File: config.mk
export PLATFORM = sky130hd
export DESIGN_NAME = controller_top
export DESIGN_NICKNAME = d
export VERILOG_FILES = /design/src/controller_pkg.sv /design/src/cnt_bus_arbiter.sv /design/src/settings_loader.sv /design/src/ctl_poller.sv /design/src/controller_top.sv
export VERILOG_INCLUDE_DIRS = /design/src
export SDC_FILE = /design/constraint.sdc
export NUM_CORES = 1
export LEC_CHECK = 0
export ABC_AREA = 1
export BUFFER_PORTS_ARGS = -buffer_cell sky130_fd_sc_hd__buf_4
export CELL_PAD_IN_SITES_DETAIL_PLACEMENT = 0
export CELL_PAD_IN_SITES_GLOBAL_PLACEMENT = 1
export CORE_ASPECT_RATIO = 2
export CORE_MARGIN = 3
export CORE_UTILIZATION = 40
export CTS_CLUSTER_DIAMETER = 40
export DETAILED_ROUTE_END_ITERATION = 8
export PLACE_DENSITY = 0.87
export SYNTH_ARGS = -nofsm -noshare
export SYNTH_HDL_FRONTEND = slang
export SYNTH_SLANG_ARGS = --single-unit
File: constraint.sdc
create_clock -name CLK -period 5.6 [get_ports CLK]
set_clock_uncertainty 0.05 [all_clocks]
set_input_delay 0 -clock CLK [delete_from_list [all_inputs] [get_ports CLK]]
set_output_delay 0 -clock CLK [all_outputs]
set_load 0.1 [all_outputs]
File: src/controller_config.svh
`ifndef CONTROLLER_CONFIG_SVH
`define CONTROLLER_CONFIG_SVH

// ~~~~~~~~~~~~~~~~~~~~~~~~~~~~~~
// Register map
// ~~~~~~~~~~~~~~~~~~~~~~~~~~~~~~
`define CTL_ADDR_CTL_FLAG        8'h00
`define CTL_ADDR_FPGA_STATE      8'h01
`define CTL_ADDR_VERSION_MAJOR   8'h02
`define CTL_ADDR_VERSION_MINOR   8'h03
`define CTL_ADDR_SILENCER_BASE   8'h40  // Five words
`define CTL_ADDR_SYNC_BASE       8'h50  // Six words

// ~~~~~~~~~~~~~~~~~~~~~~~~~~~~~~
// Control-flag bits
// ~~~~~~~~~~~~~~~~~~~~~~~~~~~~~~
`define CTL_FLAG_FORCE_FAN       0
`define CTL_FLAG_SILENCER_SET    3
`define CTL_FLAG_SYNC_SET        4

// Firmware version
`define CTL_VERSION_MAJOR        8'h0a
`define CTL_VERSION_MINOR        8'h00

// ~~~~~~~~~~~~~~~~~~~~~~~~~~~~~~
// Payload reset values
// ~~~~~~~~~~~~~~~~~~~~~~~~~~~~~~
`define CTL_SILENCER_MODE_FIXED_STEPS 16'd0

// Lowest word first: mode, rate int, rate phase, steps int, steps phase
`define CTL_SILENCER_DEFAULT {16'd40, 16'd10, 16'd1, 16'd1, `CTL_SILENCER_MODE_FIXED_STEPS}

// Sync time in the low 64 bits, base count above it
`define CTL_SYNC_DEFAULT     {32'd10240, 64'd0}

// Register memory read latency in cycles
`define CTL_RD_LATENCY           2

`endif

File: src/controller_pkg.sv
`default_nettype none

package controller_pkg;

    typedef logic [15:0] bus_word_t;  // One register word
    typedef logic [7:0]  bus_addr_t;

    // Five words, mode lands in the lowest word
    typedef struct packed {
        logic [15:0] completion_steps_phase;
        logic [15:0] completion_steps_intensity;
        logic [15:0] update_rate_phase;
        logic [15:0] update_rate_intensity;
        logic [15:0] mode;                       // Only bit 0 used
    } silencer_settings_t;

    // Six words, sync time in words 0 to 3
    typedef struct packed {
        logic [31:0] base_cnt;
        logic [63:0] sync_time;
    } sync_settings_t;

endpackage

`default_nettype wire

File: src/cnt_bus_arbiter.sv
`timescale 1ns/1ps
`default_nettype none

`include "controller_config.svh"

module cnt_bus_arbiter (
    input  logic                      CLK,
    input  logic                      rst_n,
    input  logic                      req_0,
    input  logic                      we_0,
    input  controller_pkg::bus_addr_t addr_0,
    input  controller_pkg::bus_word_t wdata_0,
    output logic                      gnt_0,
    output logic                      rvalid_0,
    input  logic                      req_1,
    input  logic                      we_1,
    input  controller_pkg::bus_addr_t addr_1,
    input  controller_pkg::bus_word_t wdata_1,
    output logic                      gnt_1,
    output logic                      rvalid_1,
    input  logic                      req_2,
    input  logic                      we_2,
    input  controller_pkg::bus_addr_t addr_2,
    input  controller_pkg::bus_word_t wdata_2,
    output logic                      gnt_2,
    output logic                      rvalid_2,
    output controller_pkg::bus_word_t rdata,
    output logic                      mem_we,
    output controller_pkg::bus_addr_t mem_addr,
    output controller_pkg::bus_word_t mem_wdata,
    input  controller_pkg::bus_word_t mem_rdata
);
    import controller_pkg::*;

    localparam int N_REQ = 3;
    localparam int LAT   = `CTL_RD_LATENCY;

    logic [N_REQ-1:0]          req;
    logic [N_REQ-1:0]          we;
    logic [N_REQ-1:0]          gnt;
    bus_addr_t                 addr  [N_REQ];
    bus_word_t                 wdata [N_REQ];
    logic [LAT-1:0][N_REQ-1:0] tag_q;  // Owner of each read in flight

    assign req   = {req_2, req_1, req_0};
    assign we    = {we_2, we_1, we_0};
    assign addr  = '{addr_0, addr_1, addr_2};
    assign wdata = '{wdata_0, wdata_1, wdata_2};

    // ~~~~~~~~~~~~~~~~~~~~~~~~~~~~~~
    // Fixed priority, lowest index wins
    // ~~~~~~~~~~~~~~~~~~~~~~~~~~~~~~
    assign gnt[0] = req[0];
    assign gnt[1] = req[1] & ~req[0];
    assign gnt[2] = req[2] & ~req[1] & ~req[0];

    assign {gnt_2, gnt_1, gnt_0} = gnt;

    // Granted requester owns the bus in its grant cycle
    always_comb begin
        mem_we    = 1'b0;
        mem_addr  = '0;
        mem_wdata = '0;
        for (int i = 0; i < N_REQ; i++) begin
            if (gnt[i]) begin
                mem_we    = we[i];
                mem_addr  = addr[i];
                mem_wdata = wdata[i];
            end
        end
    end

    // ~~~~~~~~~~~~~~~~~~~~~~~~~~~~~~
    // Read return routing
    // ~~~~~~~~~~~~~~~~~~~~~~~~~~~~~~
    always_ff @(posedge CLK) begin
        if (!rst_n) begin
            tag_q <= '0;
        end else begin
            tag_q[0] <= gnt & ~we;
            for (int i = 1; i < LAT; i++) begin
                tag_q[i] <= tag_q[i-1];
            end
        end
    end

    assign {rvalid_2, rvalid_1, rvalid_0} = tag_q[LAT-1];
    assign rdata = mem_rdata;  // Shared, qualified by rvalid

    a_gnt_onehot: assert property (@(posedge CLK) disable iff (!rst_n) $onehot0(gnt));

endmodule

`default_nettype wire

File: src/settings_loader.sv
`timescale 1ns/1ps
`default_nettype none

module settings_loader #(
    parameter type                       payload_t   = logic [15:0],
    parameter payload_t                  RESET_VALUE = '0,
    parameter controller_pkg::bus_addr_t BASE_ADDR   = '0
) (
    input  logic                      CLK,
    input  logic                      rst_n,
    input  logic                      start,
    output logic                      req,
    output controller_pkg::bus_addr_t addr,
    input  logic                      gnt,
    input  logic                      rvalid,
    input  controller_pkg::bus_word_t rdata,
    output payload_t                  settings,
    output logic                      update
);
    import controller_pkg::*;

    localparam int WORD_W    = $bits(bus_word_t);
    localparam int PAYLOAD_W = $bits(payload_t);
    localparam int NWORDS    = PAYLOAD_W / WORD_W;
    localparam int CNT_W     = $clog2(NWORDS + 1);

    logic                 busy;
    logic [CNT_W-1:0]     issue_cnt;  // Reads granted so far
    logic [CNT_W-1:0]     recv_cnt;   // Words stored so far
    logic [PAYLOAD_W-1:0] data_q;

    assign addr     = bus_addr_t'(BASE_ADDR + bus_addr_t'(issue_cnt));
    assign settings = payload_t'(data_q);

    always_ff @(posedge CLK) begin
        if (!rst_n) begin
            busy      <= 1'b0;
            req       <= 1'b0;
            issue_cnt <= '0;
            recv_cnt  <= '0;
            update    <= 1'b0;
            data_q    <= RESET_VALUE;
        end else begin
            update <= 1'b0;
            if (start && !busy) begin
                busy      <= 1'b1;
                req       <= 1'b1;
                issue_cnt <= '0;
                recv_cnt  <= '0;
            end else if (gnt) begin
                issue_cnt <= issue_cnt + 1'b1;
                if (issue_cnt == CNT_W'(NWORDS - 1)) begin
                    req <= 1'b0;  // Last address is out
                end
            end
            if (rvalid) begin
                data_q[recv_cnt*WORD_W +: WORD_W] <= rdata;
                recv_cnt <= recv_cnt + 1'b1;
                if (recv_cnt == CNT_W'(NWORDS - 1)) begin
                    busy   <= 1'b0;
                    update <= 1'b1;
                end
            end
        end
    end

    a_rvalid_busy: assert property (@(posedge CLK) disable iff (!rst_n) rvalid |-> busy);

endmodule

`default_nettype wire

File: src/ctl_poller.sv
`timescale 1ns/1ps
`default_nettype none

`include "controller_config.svh"

module ctl_poller (
    input  logic                      CLK,
    input  logic                      rst_n,
    input  logic                      thermo,
    input  logic                      mod_segment,
    input  logic                      stm_segment,
    input  logic [15:0]               stm_cycle,
    output logic                      req,
    output logic                      we,
    output controller_pkg::bus_addr_t addr,
    output controller_pkg::bus_word_t wdata,
    input  logic                      gnt,
    input  logic                      rvalid,
    input  controller_pkg::bus_word_t rdata,
    output logic                      silencer_start,
    output logic                      sync_start,
    input  logic                      silencer_done,
    input  logic                      sync_done,
    output logic                      force_fan
);
    import controller_pkg::*;

    typedef enum logic [2:0] {
        ST_IDLE,
        ST_VER_MINOR,
        ST_VER_MAJOR,
        ST_RD_FLAG,
        ST_WR_STATE,
        ST_WAIT_FLAG,
        ST_LOAD,
        ST_WR_FLAG
    } state_t;

    state_t    state;
    bus_word_t flags_q;
    bus_word_t status_word;
    logic      rd_pending;      // Flag read granted, data not back yet
    logic      serve_sync;      // Which loader is running
    logic      loader_running;

    assign status_word = {12'h000, (stm_cycle == 16'h0000), stm_segment, mod_segment, thermo};
    assign force_fan   = flags_q[`CTL_FLAG_FORCE_FAN];

    // ~~~~~~~~~~~~~~~~~~~~~~~~~~~~~~
    // Bus request per state
    // ~~~~~~~~~~~~~~~~~~~~~~~~~~~~~~
    always_comb begin
        req   = 1'b0;
        we    = 1'b0;
        addr  = '0;
        wdata = '0;
        case (state)
            ST_VER_MINOR: begin
                req   = 1'b1;
                we    = 1'b1;
                addr  = `CTL_ADDR_VERSION_MINOR;
                wdata = {8'h00, `CTL_VERSION_MINOR};
            end
            ST_VER_MAJOR: begin
                req   = 1'b1;
                we    = 1'b1;
                addr  = `CTL_ADDR_VERSION_MAJOR;
                wdata = {8'h00, `CTL_VERSION_MAJOR};
            end
            ST_RD_FLAG: begin
                req  = 1'b1;
                addr = `CTL_ADDR_CTL_FLAG;
            end
            ST_WR_STATE: begin
                req   = 1'b1;
                we    = 1'b1;
                addr  = `CTL_ADDR_FPGA_STATE;
                wdata = status_word;
            end
            ST_WR_FLAG: begin
                req   = 1'b1;
                we    = 1'b1;
                addr  = `CTL_ADDR_CTL_FLAG;
                wdata = flags_q;  // Served bit already cleared
            end
            default: ;
        endcase
    end

    // ~~~~~~~~~~~~~~~~~~~~~~~~~~~~~~
    // Poll FSM
    // ~~~~~~~~~~~~~~~~~~~~~~~~~~~~~~
    always_ff @(posedge CLK) begin
        if (!rst_n) begin
            state          <= ST_IDLE;
            flags_q        <= '0;
            rd_pending     <= 1'b0;
            serve_sync     <= 1'b0;
            silencer_start <= 1'b0;
            sync_start     <= 1'b0;
        end else begin
            silencer_start <= 1'b0;
            sync_start     <= 1'b0;
            if (rvalid) begin
                flags_q    <= rdata;
                rd_pending <= 1'b0;
            end
            case (state)
                ST_IDLE:      state <= ST_VER_MINOR;
                ST_VER_MINOR: if (gnt) state <= ST_VER_MAJOR;
                ST_VER_MAJOR: if (gnt) state <= ST_RD_FLAG;
                ST_RD_FLAG: begin
                    if (gnt) begin
                        rd_pending <= 1'b1;
                        state      <= ST_WR_STATE;
                    end
                end
                ST_WR_STATE:  if (gnt) state <= ST_WAIT_FLAG;
                ST_WAIT_FLAG: begin
                    if (!rd_pending) begin
                        if (flags_q[`CTL_FLAG_SILENCER_SET]) begin  // Silencer goes first
                            silencer_start <= 1'b1;
                            serve_sync     <= 1'b0;
                            state          <= ST_LOAD;
                        end else if (flags_q[`CTL_FLAG_SYNC_SET]) begin
                            sync_start <= 1'b1;
                            serve_sync <= 1'b1;
                            state      <= ST_LOAD;
                        end else begin
                            state <= ST_RD_FLAG;
                        end
                    end
                end
                ST_LOAD: begin
                    if (serve_sync ? sync_done : silencer_done) begin
                        flags_q[serve_sync ? `CTL_FLAG_SYNC_SET : `CTL_FLAG_SILENCER_SET] <= 1'b0;
                        state <= ST_WR_FLAG;
                    end
                end
                ST_WR_FLAG:   if (gnt) state <= ST_RD_FLAG;
                default:      state <= ST_IDLE;
            endcase
        end
    end

    always_ff @(posedge CLK) begin
        if (!rst_n) begin
            loader_running <= 1'b0;
        end else if (silencer_start || sync_start) begin
            loader_running <= 1'b1;
        end else if (silencer_done || sync_done) begin
            loader_running <= 1'b0;
        end
    end

    a_one_loader: assert property (@(posedge CLK) disable iff (!rst_n)
        (silencer_start || sync_start) |-> !loader_running);

endmodule

`default_nettype wire

File: src/controller_top.sv
`timescale 1ns/1ps
`default_nettype none

`include "controller_config.svh"

module controller_top (
    input  logic                               CLK,
    input  logic                               rst_n,
    input  logic                               thermo,
    input  logic                               mod_segment,
    input  logic                               stm_segment,
    input  logic [15:0]                        stm_cycle,
    output logic                               mem_we,
    output controller_pkg::bus_addr_t          mem_addr,
    output controller_pkg::bus_word_t          mem_wdata,
    input  controller_pkg::bus_word_t          mem_rdata,
    output controller_pkg::silencer_settings_t silencer_settings,
    output logic                               silencer_update,
    output controller_pkg::sync_settings_t     sync_settings,
    output logic                               sync_update,
    output logic                               force_fan
);
    import controller_pkg::*;

    logic      sil_req, sil_gnt, sil_rvalid, sil_start;
    logic      sync_req, sync_gnt, sync_rvalid, sync_start;
    logic      pol_req, pol_we, pol_gnt, pol_rvalid;
    bus_addr_t sil_addr, sync_addr, pol_addr;
    bus_word_t pol_wdata, rdata;

    settings_loader #(
        .payload_t   (silencer_settings_t),
        .RESET_VALUE (silencer_settings_t'(`CTL_SILENCER_DEFAULT)),
        .BASE_ADDR   (`CTL_ADDR_SILENCER_BASE)
    ) i_silencer_loader (
        .CLK(CLK), .rst_n(rst_n), .start(sil_start),
        .req(sil_req), .addr(sil_addr), .gnt(sil_gnt), .rvalid(sil_rvalid), .rdata(rdata),
        .settings(silencer_settings), .update(silencer_update)
    );

    settings_loader #(
        .payload_t   (sync_settings_t),
        .RESET_VALUE (sync_settings_t'(`CTL_SYNC_DEFAULT)),
        .BASE_ADDR   (`CTL_ADDR_SYNC_BASE)
    ) i_sync_loader (
        .CLK(CLK), .rst_n(rst_n), .start(sync_start),
        .req(sync_req), .addr(sync_addr), .gnt(sync_gnt), .rvalid(sync_rvalid), .rdata(rdata),
        .settings(sync_settings), .update(sync_update)
    );

    ctl_poller i_ctl_poller (
        .CLK(CLK), .rst_n(rst_n),
        .thermo(thermo), .mod_segment(mod_segment), .stm_segment(stm_segment),
        .stm_cycle(stm_cycle),
        .req(pol_req), .we(pol_we), .addr(pol_addr), .wdata(pol_wdata),
        .gnt(pol_gnt), .rvalid(pol_rvalid), .rdata(rdata),
        .silencer_start(sil_start), .sync_start(sync_start),
        .silencer_done(silencer_update), .sync_done(sync_update),  // Update doubles as done
        .force_fan(force_fan)
    );

    // Loaders only read
    cnt_bus_arbiter i_cnt_bus_arbiter (
        .CLK(CLK), .rst_n(rst_n),
        .req_0(sil_req), .we_0(1'b0), .addr_0(sil_addr), .wdata_0('0),
        .gnt_0(sil_gnt), .rvalid_0(sil_rvalid),
        .req_1(sync_req), .we_1(1'b0), .addr_1(sync_addr), .wdata_1('0),
        .gnt_1(sync_gnt), .rvalid_1(sync_rvalid),
        .req_2(pol_req), .we_2(pol_we), .addr_2(pol_addr), .wdata_2(pol_wdata),
        .gnt_2(pol_gnt), .rvalid_2(pol_rvalid),
        .rdata(rdata),
        .mem_we(mem_we), .mem_addr(mem_addr), .mem_wdata(mem_wdata), .mem_rdata(mem_rdata)
    );

endmodule

`default_nettype wire

==> results of run 1 <==
## cell type report
| cell class | instances | area [sq um] |
|---|---|---|
| Multi-Input combinational cell | 746 | 3840 |
| Inverter | 96 | 368 |
| Sequential cell | 223 | 4460 |
| Fill cell | 2179 | 10400 |
| Clock inverter | 12 | 144 |
| Clock buffer | 30 | 622 |
| Antenna cell | 1 | 2.50 |
| Tap cell | 276 | 345 |
| Timing Repair Buffer | 256 | 1960 |
## worst max-delay path: stages, from the launching register on
cell and delay [ns]:
dfxtp_1 0.67, inv_2 0.15, ha_1 0.27, ha_1 0.49, nand3_4 0.15, nor2_2 0.74
inv_1 0.22, o21ai_0 0.22, a21oi_1 0.07
## through the flow
stage          instance area [sq um]  worst slack, ns  power [mW]
2_1_floorplan                   9050             2.33        2.10
3_5_place_dp                   10800             2.56        2.24
3_3_place_gp                   10800             2.68        2.24
4_1_cts                        11700             2.54        3.79
5_1_grt                        11700             2.19        3.90
6_report                       11700             2.48        3.75
## per-layer routing
metal / vias up / track usage / share of wire
met3: 75 / 0.0310 / 0.049
met4: 0 / 0.110 / 0.046
met5: - / 0 / 0
li1: 4198 / - / -
met1: 3932 / 0.260 / 0.39
met2: 297 / 0.416 / 0.52
## cells in the final DEF (no fill, tap or decap), types with 10 or more instances in the layout
master	Yosys	routed
a21oi_1	131	131
buf_4	12	239
clkbuf_16	0	23
dfxtp_1	223	223
dlygate4sd3_1	0	17
ha_1	15	15
inv_1	82	82
inv_2	10	10
nand2_1	151	151
nand3_1	26	26
nand4_1	23	23
nor2_1	149	149
nor3_1	25	25
o211a_1	21	21
o21ai_0	136	136
o21ai_1	13	13
## logic make-up (layout without fill, tap and decap cells)
group | count (synthesis) | after routing | share of synthesized area
AOI/OAI and AO/OA | 327 | 327 | 0.202
xor gates and xnor gates | 2 | 2 | 0.00194
adders and majority gates | 16 | 16 | 0.0230
buffers and inverters | 172 | 394 | 0.0829
DFF | 223 | 223 | 0.494
other | 1 | 4 | 0.000415
and+or+nand+nor | 398 | 398 | 0.196
## flip-flops by register name, indices dropped and copies added (netlist names), 3 cells and up
register,count
i_sync_loader.recv_cnt,3
i_ctl_poller.state,3
i_sync_loader.issue_cnt,3
i_sync_loader.settings,96
i_silencer_loader.recv_cnt,3
i_ctl_poller.flags_q,16
i_silencer_loader.settings,80
i_silencer_loader.issue_cnt,3
i_cnt_bus_arbiter.tag_q,3
## how the worst min path moves through the flow
stage / start / endpoint / depth (start not counted)
5_1_grt: mem_rdata[6] / i_sync_loader.settings[38] / 4
2_1_floorplan: mem_rdata[0] / i_silencer_loader.settings[32] / 2
4_1_cts: mem_rdata[5] / i_sync_loader.settings[37] / 4
3_3_place_gp: mem_rdata[5] / i_sync_loader.settings[37] / 3
3_5_place_dp: mem_rdata[5] / i_sync_loader.settings[37] / 3
6_report: mem_rdata[5] / i_sync_loader.settings[37] / 4
## synthesized netlist by cell type, types with 10 or more instances
cell and number:
a21oi_1 131, nand3_1 26, nand4_1 23, nand2_1 151, buf_2 28, o21ai_1 13
inv_2 10, ha_1 15, nor3_1 25, buf_4 12, inv_1 82, clkbuf_1 31
dfxtp_1 223, nor2_1 149, o211a_1 21, o21ai_0 136
## power by group
part	total [mW]	internal [mW]	switching (mW)
Combinational	0.531	0.133	0.399
Clock	1.54	0.856	0.684
Sequential	1.68	1.63	0.0522
## what timing repair did
action / in CTS / in global routing
setup endpoints to repair: 0 / 0
hold buffers: 17 / 0
hold endpoints to repair: 173 / 0
==> flow_metrics.py, run 1 <==
metrics = {
    "floorplanning": {
        "chipHeight_um": 219,
        "die_width_um": 112,
        "initial_core_util": 0.408,
        "fp-row-count": 77,
        "die_area_sq_um": 24600,
        "io_pins": 241,
        "core-area_sq_um": 22200,
    },
    "final_layout": {
        "final_core_util": 0.530,
        "drive_gt1_frac": 0.235,
        "synthToLayoutAreaGrowth_pct": 29.9,
        "nets": 1399,
        "fin_cells": 1640,
    },
    "placement": {
        "gp_congestion": 0.855,
        "dp.cells": 1580,
        "dpl.hpwl_mm": 20.7,
        "io_buffers": 237,
    },
    "global_route": {
        "grt_pass1_vias": 8101,
        "grt_max_degree": 85,
        "grt_first_pass_wirelength_mm": 44.4,
        "antenna_found_initial": 1,
        "grt_overflow": 0,
        "track_usage": 0.229,
    },
    "timing": {
        "finalMaxSlewViolations": 0,
        "rsz0062_at_grt": "no",
        "timing.fmax_mhz": 320,
        "worstMarginPinSlew_ns": 0.970,
        "fin_crit_sh": 0.557,
        "final-hold-violation-count": 0,
        "setup_viol": 0,
        "hold_ws_ns": 0.330,
        "fin_setup_tns_ns": 0,
        "slew_headroom": 0.353,
        "fin_crit_ns": 3.12,
    },
    "routing": {
        "wl_per_cell_um": 17.9,
        "ant_nets": 0,
        "vias": 8502,
        "avgViaCountPerCell": 5.18,
        "routed_wl_mm": 29.4,
        "drc_errors": 0,
        "drtIter0Drc": 529,
        "dr.pass1.iters": 5,
    },
    "synthesis": {
        "ys_seq_area_frac": 0.494,
        "ys_types": 45,
        "ys_ff_latch": 223,
        "netlist_top_cells_area": "dfxtp_1 (49%), o21ai_0 (7.5%), a21oi_1 (7.2%)",
        "yosys.area.top_type": "dfxtp_1",
        "synth-async-reset-ratio": 0,
        "synth_ff_type": "dfxtp_1",
        "synth.avg_cell_area_sq_um": 7.94,
        "synthCells": 1139,
        "synth.top_cell.area_share": 0.494,
        "synth_area_sq_um": 9040,
        "synth_edf_count": 0,
        "yosys_warnings": 0,
    },
    "worst_setup_path": {
        "r2r_slack_ns": 2.48,
        "reg2reg_to": "i_silencer_loader.settings[37]",
        "r2r.worst_path.cells": 8,
        "cp-endpoint": "i_silencer_loader.settings[37]",
        "crit_arrival_ns": 3.48,
        "critPathLaunchType": "register",
        "cp.required_ns": 5.96,
        "cp-end-kind": "register",
        "cp_max_fo": 28,
        "timing.rr.start": "i_silencer_loader.recv_cnt[0]",
        "crit_path_start": "i_silencer_loader.recv_cnt[0]",
        "crit_type": "reg -> reg",
    },
    "clock_tree": {
        "postCtsSetupBuffers": 0,
        "cts_tree": "built",
        "cts_resized": 0,
        "ctsHtreeMaxLevel": 1,
        "cts_sinks": 223,
        "cts_made_buffers": 23,
        "clock_latency_ns": 0.52,
        "clkSlewWorstSetupHoldPaths_ns": 0.07,
        "clockBufferDepth": 3,
        "cts-root-buf": "clkbuf_16",
    },
    "status": {
        "outcome": "finished clean",
    },
    "flow_run": {
        "max_cap_viol_count": 0,
    },
    "power_and_ir_drop": {
        "peakVddDrop_v": 0.000293,
        "leakage_nw": 5.25,
        "power.density_nw_per_um2": 319,
    },
    "min_path": {
        "hp-class": "in -> reg",
    },
}
Power figures use the tool's default switching activity.
==> run 2: changes to the inputs <==
--- a/config.mk
+++ b/config.mk
@@ -12,10 +12,10 @@
 export CELL_PAD_IN_SITES_GLOBAL_PLACEMENT = 1
 export CORE_ASPECT_RATIO = 2
 export CORE_MARGIN = 3
-export CORE_UTILIZATION = 40
+export CORE_UTILIZATION = 38
 export CTS_CLUSTER_DIAMETER = 40
 export DETAILED_ROUTE_END_ITERATION = 8
-export PLACE_DENSITY = 0.87
+export PLACE_DENSITY = 0.84
 export SYNTH_ARGS = -nofsm -noshare
 export SYNTH_HDL_FRONTEND = slang
 export SYNTH_SLANG_ARGS = --single-unit
==> constraint.sdc (replaced) <==
create_clock -name CLK -period 3.1 [get_ports CLK]
set_clock_uncertainty 0.05 [all_clocks]
set_input_delay 0 -clock CLK [delete_from_list [all_inputs] [get_ports CLK]]
set_output_delay 0 -clock CLK [all_outputs]
set_load 0.1 [all_outputs]
==> run 2 against run 1 <==
Effect of this change:
- critical path depth stayed put
- core utilization is 2.3 points lower
- clock-buffer cell count fell by 1
- largest cell class unchanged
- first-iteration DRC count up 32%
- global-route usage decreased by 0.46 points
- die area grew 5.0%
- cell area is 0.69% higher
- sequential cell count stayed put
- combinational power up 82%
- sequential share of layout area is 0.26 points lower
- register-to-register slack got worse by 2.1 ns
- routed wire length up 3.4%
==> flow_metrics.py, run 2 (synthesized netlist as in run 1, its figures left out) <==
metrics = {
    "timing": {
        "fin_crit_sh": 0.899,
        "timing.fmax_mhz": 359,
        "setup_slack_ns": 0.313,
        "fin_setup_tns_ns": 0,
        "slew_headroom": 0.351,
        "rsz0062_at_grt": "no",
        "fin_crit_ns": 2.79,
        "worstMarginPinSlew_ns": 0.973,
        "finalMaxSlewViolations": 0,
        "setup_viol": 0,
        "final-hold-violation-count": 0,
    },
    "floorplanning": {
        "die_area_sq_um": 25800,
        "core-area_sq_um": 23300,
        "initial_core_util": 0.388,
        "chipHeight_um": 224,
        "fp-row-count": 79,
        "die_width_um": 115,
        "io_pins": 241,
    },
    "clock_tree": {
        "cts_resized": 0,
        "cts_sinks": 223,
        "cts_hold_buf": 17,
        "ctsHtreeMaxLevel": 1,
        "clockBufferDepth": 3,
        "clkSlewWorstSetupHoldPaths_ns": 0.06,
        "cts_made_buffers": 22,
        "postCtsSetupBuffers": 0,
        "cts_tree": "built",
        "clock_latency_ns": 0.51,
        "cts-root-buf": "clkbuf_16",
    },
    "worst_setup_path": {
        "critPathLaunchType": "register",
        "cp_max_fo": 19,
        "cp.required_ns": 3.05,
        "crit_arrival_ns": 2.74,
        "crit_type": "reg -> out",
        "cp-end-kind": "output pin",
    },
    "power_and_ir_drop": {
        "p_int_mw": 4.82,
        "seqPwrFrac": 0.447,
        "power.share.clock": 0.410,
        "p_switching_mw": 1.96,
        "leakage_nw": 5.30,
        "power.density_nw_per_um2": 574,
        "p_total_mw": 6.79,
        "combPwrFrac": 0.142,
        "switching_share": 0.289,
        "peakVddDrop_v": 0.000422,
    },
    "placement": {
        "io_buffers": 237,
        "dpl_cell_area_sq_um": 10900,
        "post-place-ws_ns": 0.461,
        "gp_congestion": 0.872,
        "dpl.hpwl_mm": 21.9,
    },
    "final_layout": {
        "final_common_cell": "buf_4",
        "synthToLayoutAreaGrowth_pct": 30.8,
        "final_area_sq_um": 11800,
        "final_cell_mix": "buf_4 (251), dfxtp_1 (223), nand2_1 (151)",
        "nets": 1410,
        "antenna_cells": 0,
        "final_core_util": 0.507,
        "largest_reg_flops": 96,
        "drive_gt1_frac": 0.241,
    },
    "global_route": {
        "grt_max_degree": 59,
        "track_usage": 0.224,
        "grt_pass1_vias": 7830,
        "grt_first_pass_wirelength_mm": 44.9,
        "grt_overflow": 0,
        "antenna_found_initial": 0,
    },
    "routing": {
        "avgViaCountPerCell": 5.14,
        "ant_nets": 0,
        "routed_wl_mm": 30.3,
        "dr.pass1.iters": 6,
        "drtIter0Drc": 699,
        "wl_per_cell_um": 18.3,
        "vias": 8507,
        "drc_errors": 0,
    },
    "flow_run": {
        "max_cap_viol_count": 0,
    },
    "min_path": {
        "hp-class": "in -> reg",
    },
    "status": {
        "outcome": "finished clean",
    },
}
run 2: cell count changes in the layout (fill, tap and decap cells not counted), sizes merged:
cell	previous run	this run
clkbuf	30	29
diode	1	0
clkinv	6	5
inv	98	96
bufinv	1	3
clkinvlp	3	2
buf	239	251
run 2: metal layers:
metal,up-vias,track usage,share of wire
li1,4235,-,-
met4,0,0.0921,0.038
met5,-,0,0
met2,289,0.416,0.54
met1,3925,0.253,0.38
met3,58,0.0262,0.050
run 2: worst paths after layout:
check / start / slack, ns / end / cells past startpoint
setup / recovery: i_ctl_poller.state[1] / 0.31 / mem_addr[1] / 8
hold / removal: mem_rdata[0] / 0.31 / i_silencer_loader.settings[32] / 4
setup reg to reg: i_silencer_loader.recv_cnt[0] / 0.42 / i_silencer_loader.settings[58] / 9
hold reg to reg: i_cnt_bus_arbiter.tag_q[2] / 0.37 / i_cnt_bus_arbiter.rvalid_2 / 2
run 2: power groups by stage:
stage	registers [mW]	logic, mW	clock network [mW]
floorplan	3.08	0.711	0
global placement	3.10	0.958	0
detailed placement	3.10	0.961	0
CTS	3.04	0.980	2.85
global route	3.05	1.05	2.95
finish	3.04	0.966	2.78
run 2: area by class of cell:
type,instances,area (sq um)
Timing Repair Buffer,268,2050
Sequential cell,223,4460
Inverter,96,368
Multi-Input combinational cell,746,3840
Fill cell,2288,11500
Tap cell,283,354
Clock inverter,10,138
Clock buffer,29,608
run 2: metrics by stage:
step                      hold WS, ns  cells
after floorplan                 0.108   1141
after global placement          0.273   1599
after detailed placement        0.274   1599
after CTS                       0.292   1655
after global routing            0.323   1655
final                           0.308   1655
run 2: worst max-delay path, stage by stage, from the launching register on:
cell and delay (ns):
dfxtp_1 0.48, inv_1 0.12, fa_1 0.41, nand2_1 0.09
nand3_2 0.35, inv_1 0.29, nand2_1 0.08, o221ai_1 0.09
buf_4 0.33
==> run 3: changes to the inputs <==
--- a/config.mk
+++ b/config.mk
@@ -12,10 +12,10 @@
 export CELL_PAD_IN_SITES_GLOBAL_PLACEMENT = 1
 export CORE_ASPECT_RATIO = 2
 export CORE_MARGIN = 3
-export CORE_UTILIZATION = 38
+export CORE_UTILIZATION = 40
 export CTS_CLUSTER_DIAMETER = 40
 export DETAILED_ROUTE_END_ITERATION = 8
-export PLACE_DENSITY = 0.84
+export PLACE_DENSITY = 0.87
 export SYNTH_ARGS = -nofsm -noshare
 export SYNTH_HDL_FRONTEND = slang
 export SYNTH_SLANG_ARGS = --single-unit
==> constraint.sdc (replaced) <==
create_clock -name CLK -period 3.52 [get_ports CLK]
set_clock_uncertainty 0.05 [all_clocks]
set_input_delay 0.704 -clock CLK [delete_from_list [all_inputs] [get_ports CLK]]
set_output_delay 0.704 -clock CLK [all_outputs]
set_load 0.1 [all_outputs]
==> run 3 against run 2 <==
Effect of this change:
- non-clock buffer count fell by 20
- total power fell by 9.5%
- register-to-register slack improved by 0.18 ns
- critical path type unchanged
- first-iteration DRC count decreased by 25%
- hold slack better by 0.058 ns
- critical endpoint unchanged
- sequential cell count stayed put
- sequential power decreased by 12%
- setup slack worse by 0.087 ns
- clock power decreased by 6%
- via count decreased by 0.48%
- routed wire length is 2.3% lower
- clock-buffer cell count is 3 lower
==> flow_metrics.py, run 3 (synthesized netlist as in run 1, its figures left out) <==
metrics = {
    "clock_tree": {
        "cts_tree": "built",
        "clock_latency_ns": 0.52,
        "ctsHtreeMaxLevel": 1,
        "cts_made_buffers": 23,
        "cts-root-buf": "clkbuf_16",
        "clkSlewWorstSetupHoldPaths_ns": 0.06,
        "clockBufferDepth": 3,
        "cts_sinks": 223,
    },
    "routing": {
        "vias": 8466,
        "drc_errors": 0,
        "drtIter0Drc": 527,
        "ant_nets": 0,
        "wl_per_cell_um": 18.2,
        "avgViaCountPerCell": 5.19,
        "dr.pass1.iters": 4,
        "routed_wl_mm": 29.6,
    },
    "timing": {
        "slew_headroom": 0.360,
        "timing.fmax_mhz": 304,
        "rsz0062_at_grt": "no",
        "setup_viol": 0,
        "setup_slack_ns": 0.226,
        "finalMaxSlewViolations": 0,
        "worstMarginPinSlew_ns": 0.958,
        "final-hold-violation-count": 0,
        "fin_crit_ns": 3.29,
        "fin_setup_tns_ns": 0,
        "fin_crit_sh": 0.936,
    },
    "floorplanning": {
        "chipHeight_um": 219,
        "io_pins": 241,
        "die_width_um": 112,
        "core-area_sq_um": 22200,
        "fp-row-count": 77,
        "initial_core_util": 0.408,
        "die_area_sq_um": 24600,
    },
    "final_layout": {
        "final_cell_mix": "buf_4 (248), dfxtp_1 (223), nand2_1 (151)",
        "fin_cells": 1630,
        "antenna_cells": 0,
        "final_common_cell": "buf_4",
        "nets": 1391,
        "drive_gt1_frac": 0.247,
        "largest_reg_flops": 96,
        "final_area_sq_um": 11700,
        "synthToLayoutAreaGrowth_pct": 29.4,
    },
    "power_and_ir_drop": {
        "peakVddDrop_v": 0.000319,
        "seqPwrFrac": 0.436,
        "p_int_mw": 4.36,
        "p_switching_mw": 1.77,
        "power.density_nw_per_um2": 525,
        "switching_share": 0.289,
        "p_total_mw": 6.14,
        "leakage_nw": 5.26,
        "power.share.clock": 0.426,
        "combPwrFrac": 0.138,
    },
    "global_route": {
        "grt_max_degree": 88,
        "grt_first_pass_wirelength_mm": 45.3,
        "track_usage": 0.233,
        "antenna_found_initial": 0,
        "grt_overflow": 0,
        "grt_pass1_vias": 8126,
    },
    "placement": {
        "gp_congestion": 0.858,
        "post-place-ws_ns": 0.623,
        "dpl.hpwl_mm": 21.4,
        "io_buffers": 237,
        "dp.cells": 1589,
        "dpl_cell_area_sq_um": 10900,
    },
    "worst_setup_path": {
        "crit_type": "reg -> out",
        "critPathLaunchType": "register",
        "critPathTopFamily": "buffers and inverters",
        "max_stage_delay_ns": 0.48,
        "reg2reg_to": "i_silencer_loader.settings[3]",
        "timing.rr.start": "i_silencer_loader.recv_cnt[0]",
        "cp.required_ns": 2.77,
        "r2r_slack_ns": 0.60,
        "cp-endpoint": "mem_addr[1]",
        "crit_arrival_ns": 2.54,
        "cp-end-kind": "output pin",
        "r2r.worst_path.cells": 9,
        "worst-path-buf-inv": 3,
        "slowest_stage": "dfxtp_1",
        "cp_max_fo": 19,
        "cp.depth": 8,
        "crit_chain": "inv_1 -> fa_1 -> nand2_1 -> nand3_4 -> inv_1 -> nand2_1 -> o221ai_1 -> buf_4",
        "crit_path_start": "i_ctl_poller.state[1]",
    },
    "min_path": {
        "hp-class": "reg -> reg",
    },
    "flow_run": {
        "max_cap_viol_count": 0,
    },
    "status": {
        "outcome": "finished clean",
    },
}
run 3: cell types whose count changed in the layout (fill, tap and decap cells not counted), sizes merged:
| cell | change |
|---|---|
| inv | +2 |
| buf | -3 |
| clkbuf | -3 |
| clkinv | +2 |
| bufinv | +1 |
| dlygate4sd3 | -17 |
run 3: timing repair:
action / 4_1_cts / 5_1_grt
gates resized for setup: 0 / 1
hold buffers: 0 / 0
endpoints found under the setup margin: 0 / 1
buffers inserted: 0 / 0
run 3: through the flow:
stage               hold WS (ns)  utilization
floorplan                  0.340            -
global placement           0.350        0.491
detailed placement         0.358        0.491
CTS                        0.374        0.528
global route               0.384        0.528
finish                     0.366        0.528
run 3: how the worst min path moves through the flow:
stage | endpoint | startpoint | cells after the start
after floorplan | i_cnt_bus_arbiter.rvalid_0 | i_cnt_bus_arbiter.tag_q[0] | 2
after global routing | i_cnt_bus_arbiter.rvalid_1 | i_cnt_bus_arbiter.tag_q[1] | 2
after global placement | i_cnt_bus_arbiter.rvalid_2 | i_cnt_bus_arbiter.tag_q[2] | 2
after detailed placement | i_cnt_bus_arbiter.rvalid_0 | i_cnt_bus_arbiter.tag_q[0] | 2
after CTS | i_cnt_bus_arbiter.rvalid_1 | i_cnt_bus_arbiter.tag_q[1] | 2
final | i_cnt_bus_arbiter.rvalid_1 | i_cnt_bus_arbiter.tag_q[1] | 2
run 3: layout make-up:
class	count	area (sq um)
Sequential cell	223	4460
Fill cell	2177	10500
Timing Repair Buffer	248	1860
Inverter	96	368
Clock inverter	15	195
Multi-Input combinational cell	746	3850
Tap cell	276	345
Clock buffer	26	617
run 3: routing by layer:
| metal | global-route usage | vias to the layer above | wire (um) |
|---|---|---|---|
| li1 | - | 4179 | - |
| met1 | 0.256 | 3927 | 11100 |
| met2 | 0.426 | 280 | 15400 |
| met3 | 0.0346 | 80 | 1570 |
| met4 | 0.120 | 0 | 1540 |
| met5 | 0 | - | 0 |
run 3: worst reg2reg max path, delay by kind of cell (launching register included):
family / cells / cell delay, ns
adders and majority gates: 1 / 0.55
DFF: 1 / 0.68
and+or+nand+nor: 3 / 0.37
buffers and inverters: 3 / 0.88
AOI/OAI and AO/OA: 2 / 0.32
run 3: power by group through the flow:
stage	sequential [mW]	clock [mW]	combinational, mW
finish	2.67	2.62	0.849
global route	2.68	2.76	0.917
detailed placement	2.73	0	0.844
global placement	2.72	0	0.838
floorplan	2.71	0	0.626
CTS	2.67	2.66	0.845
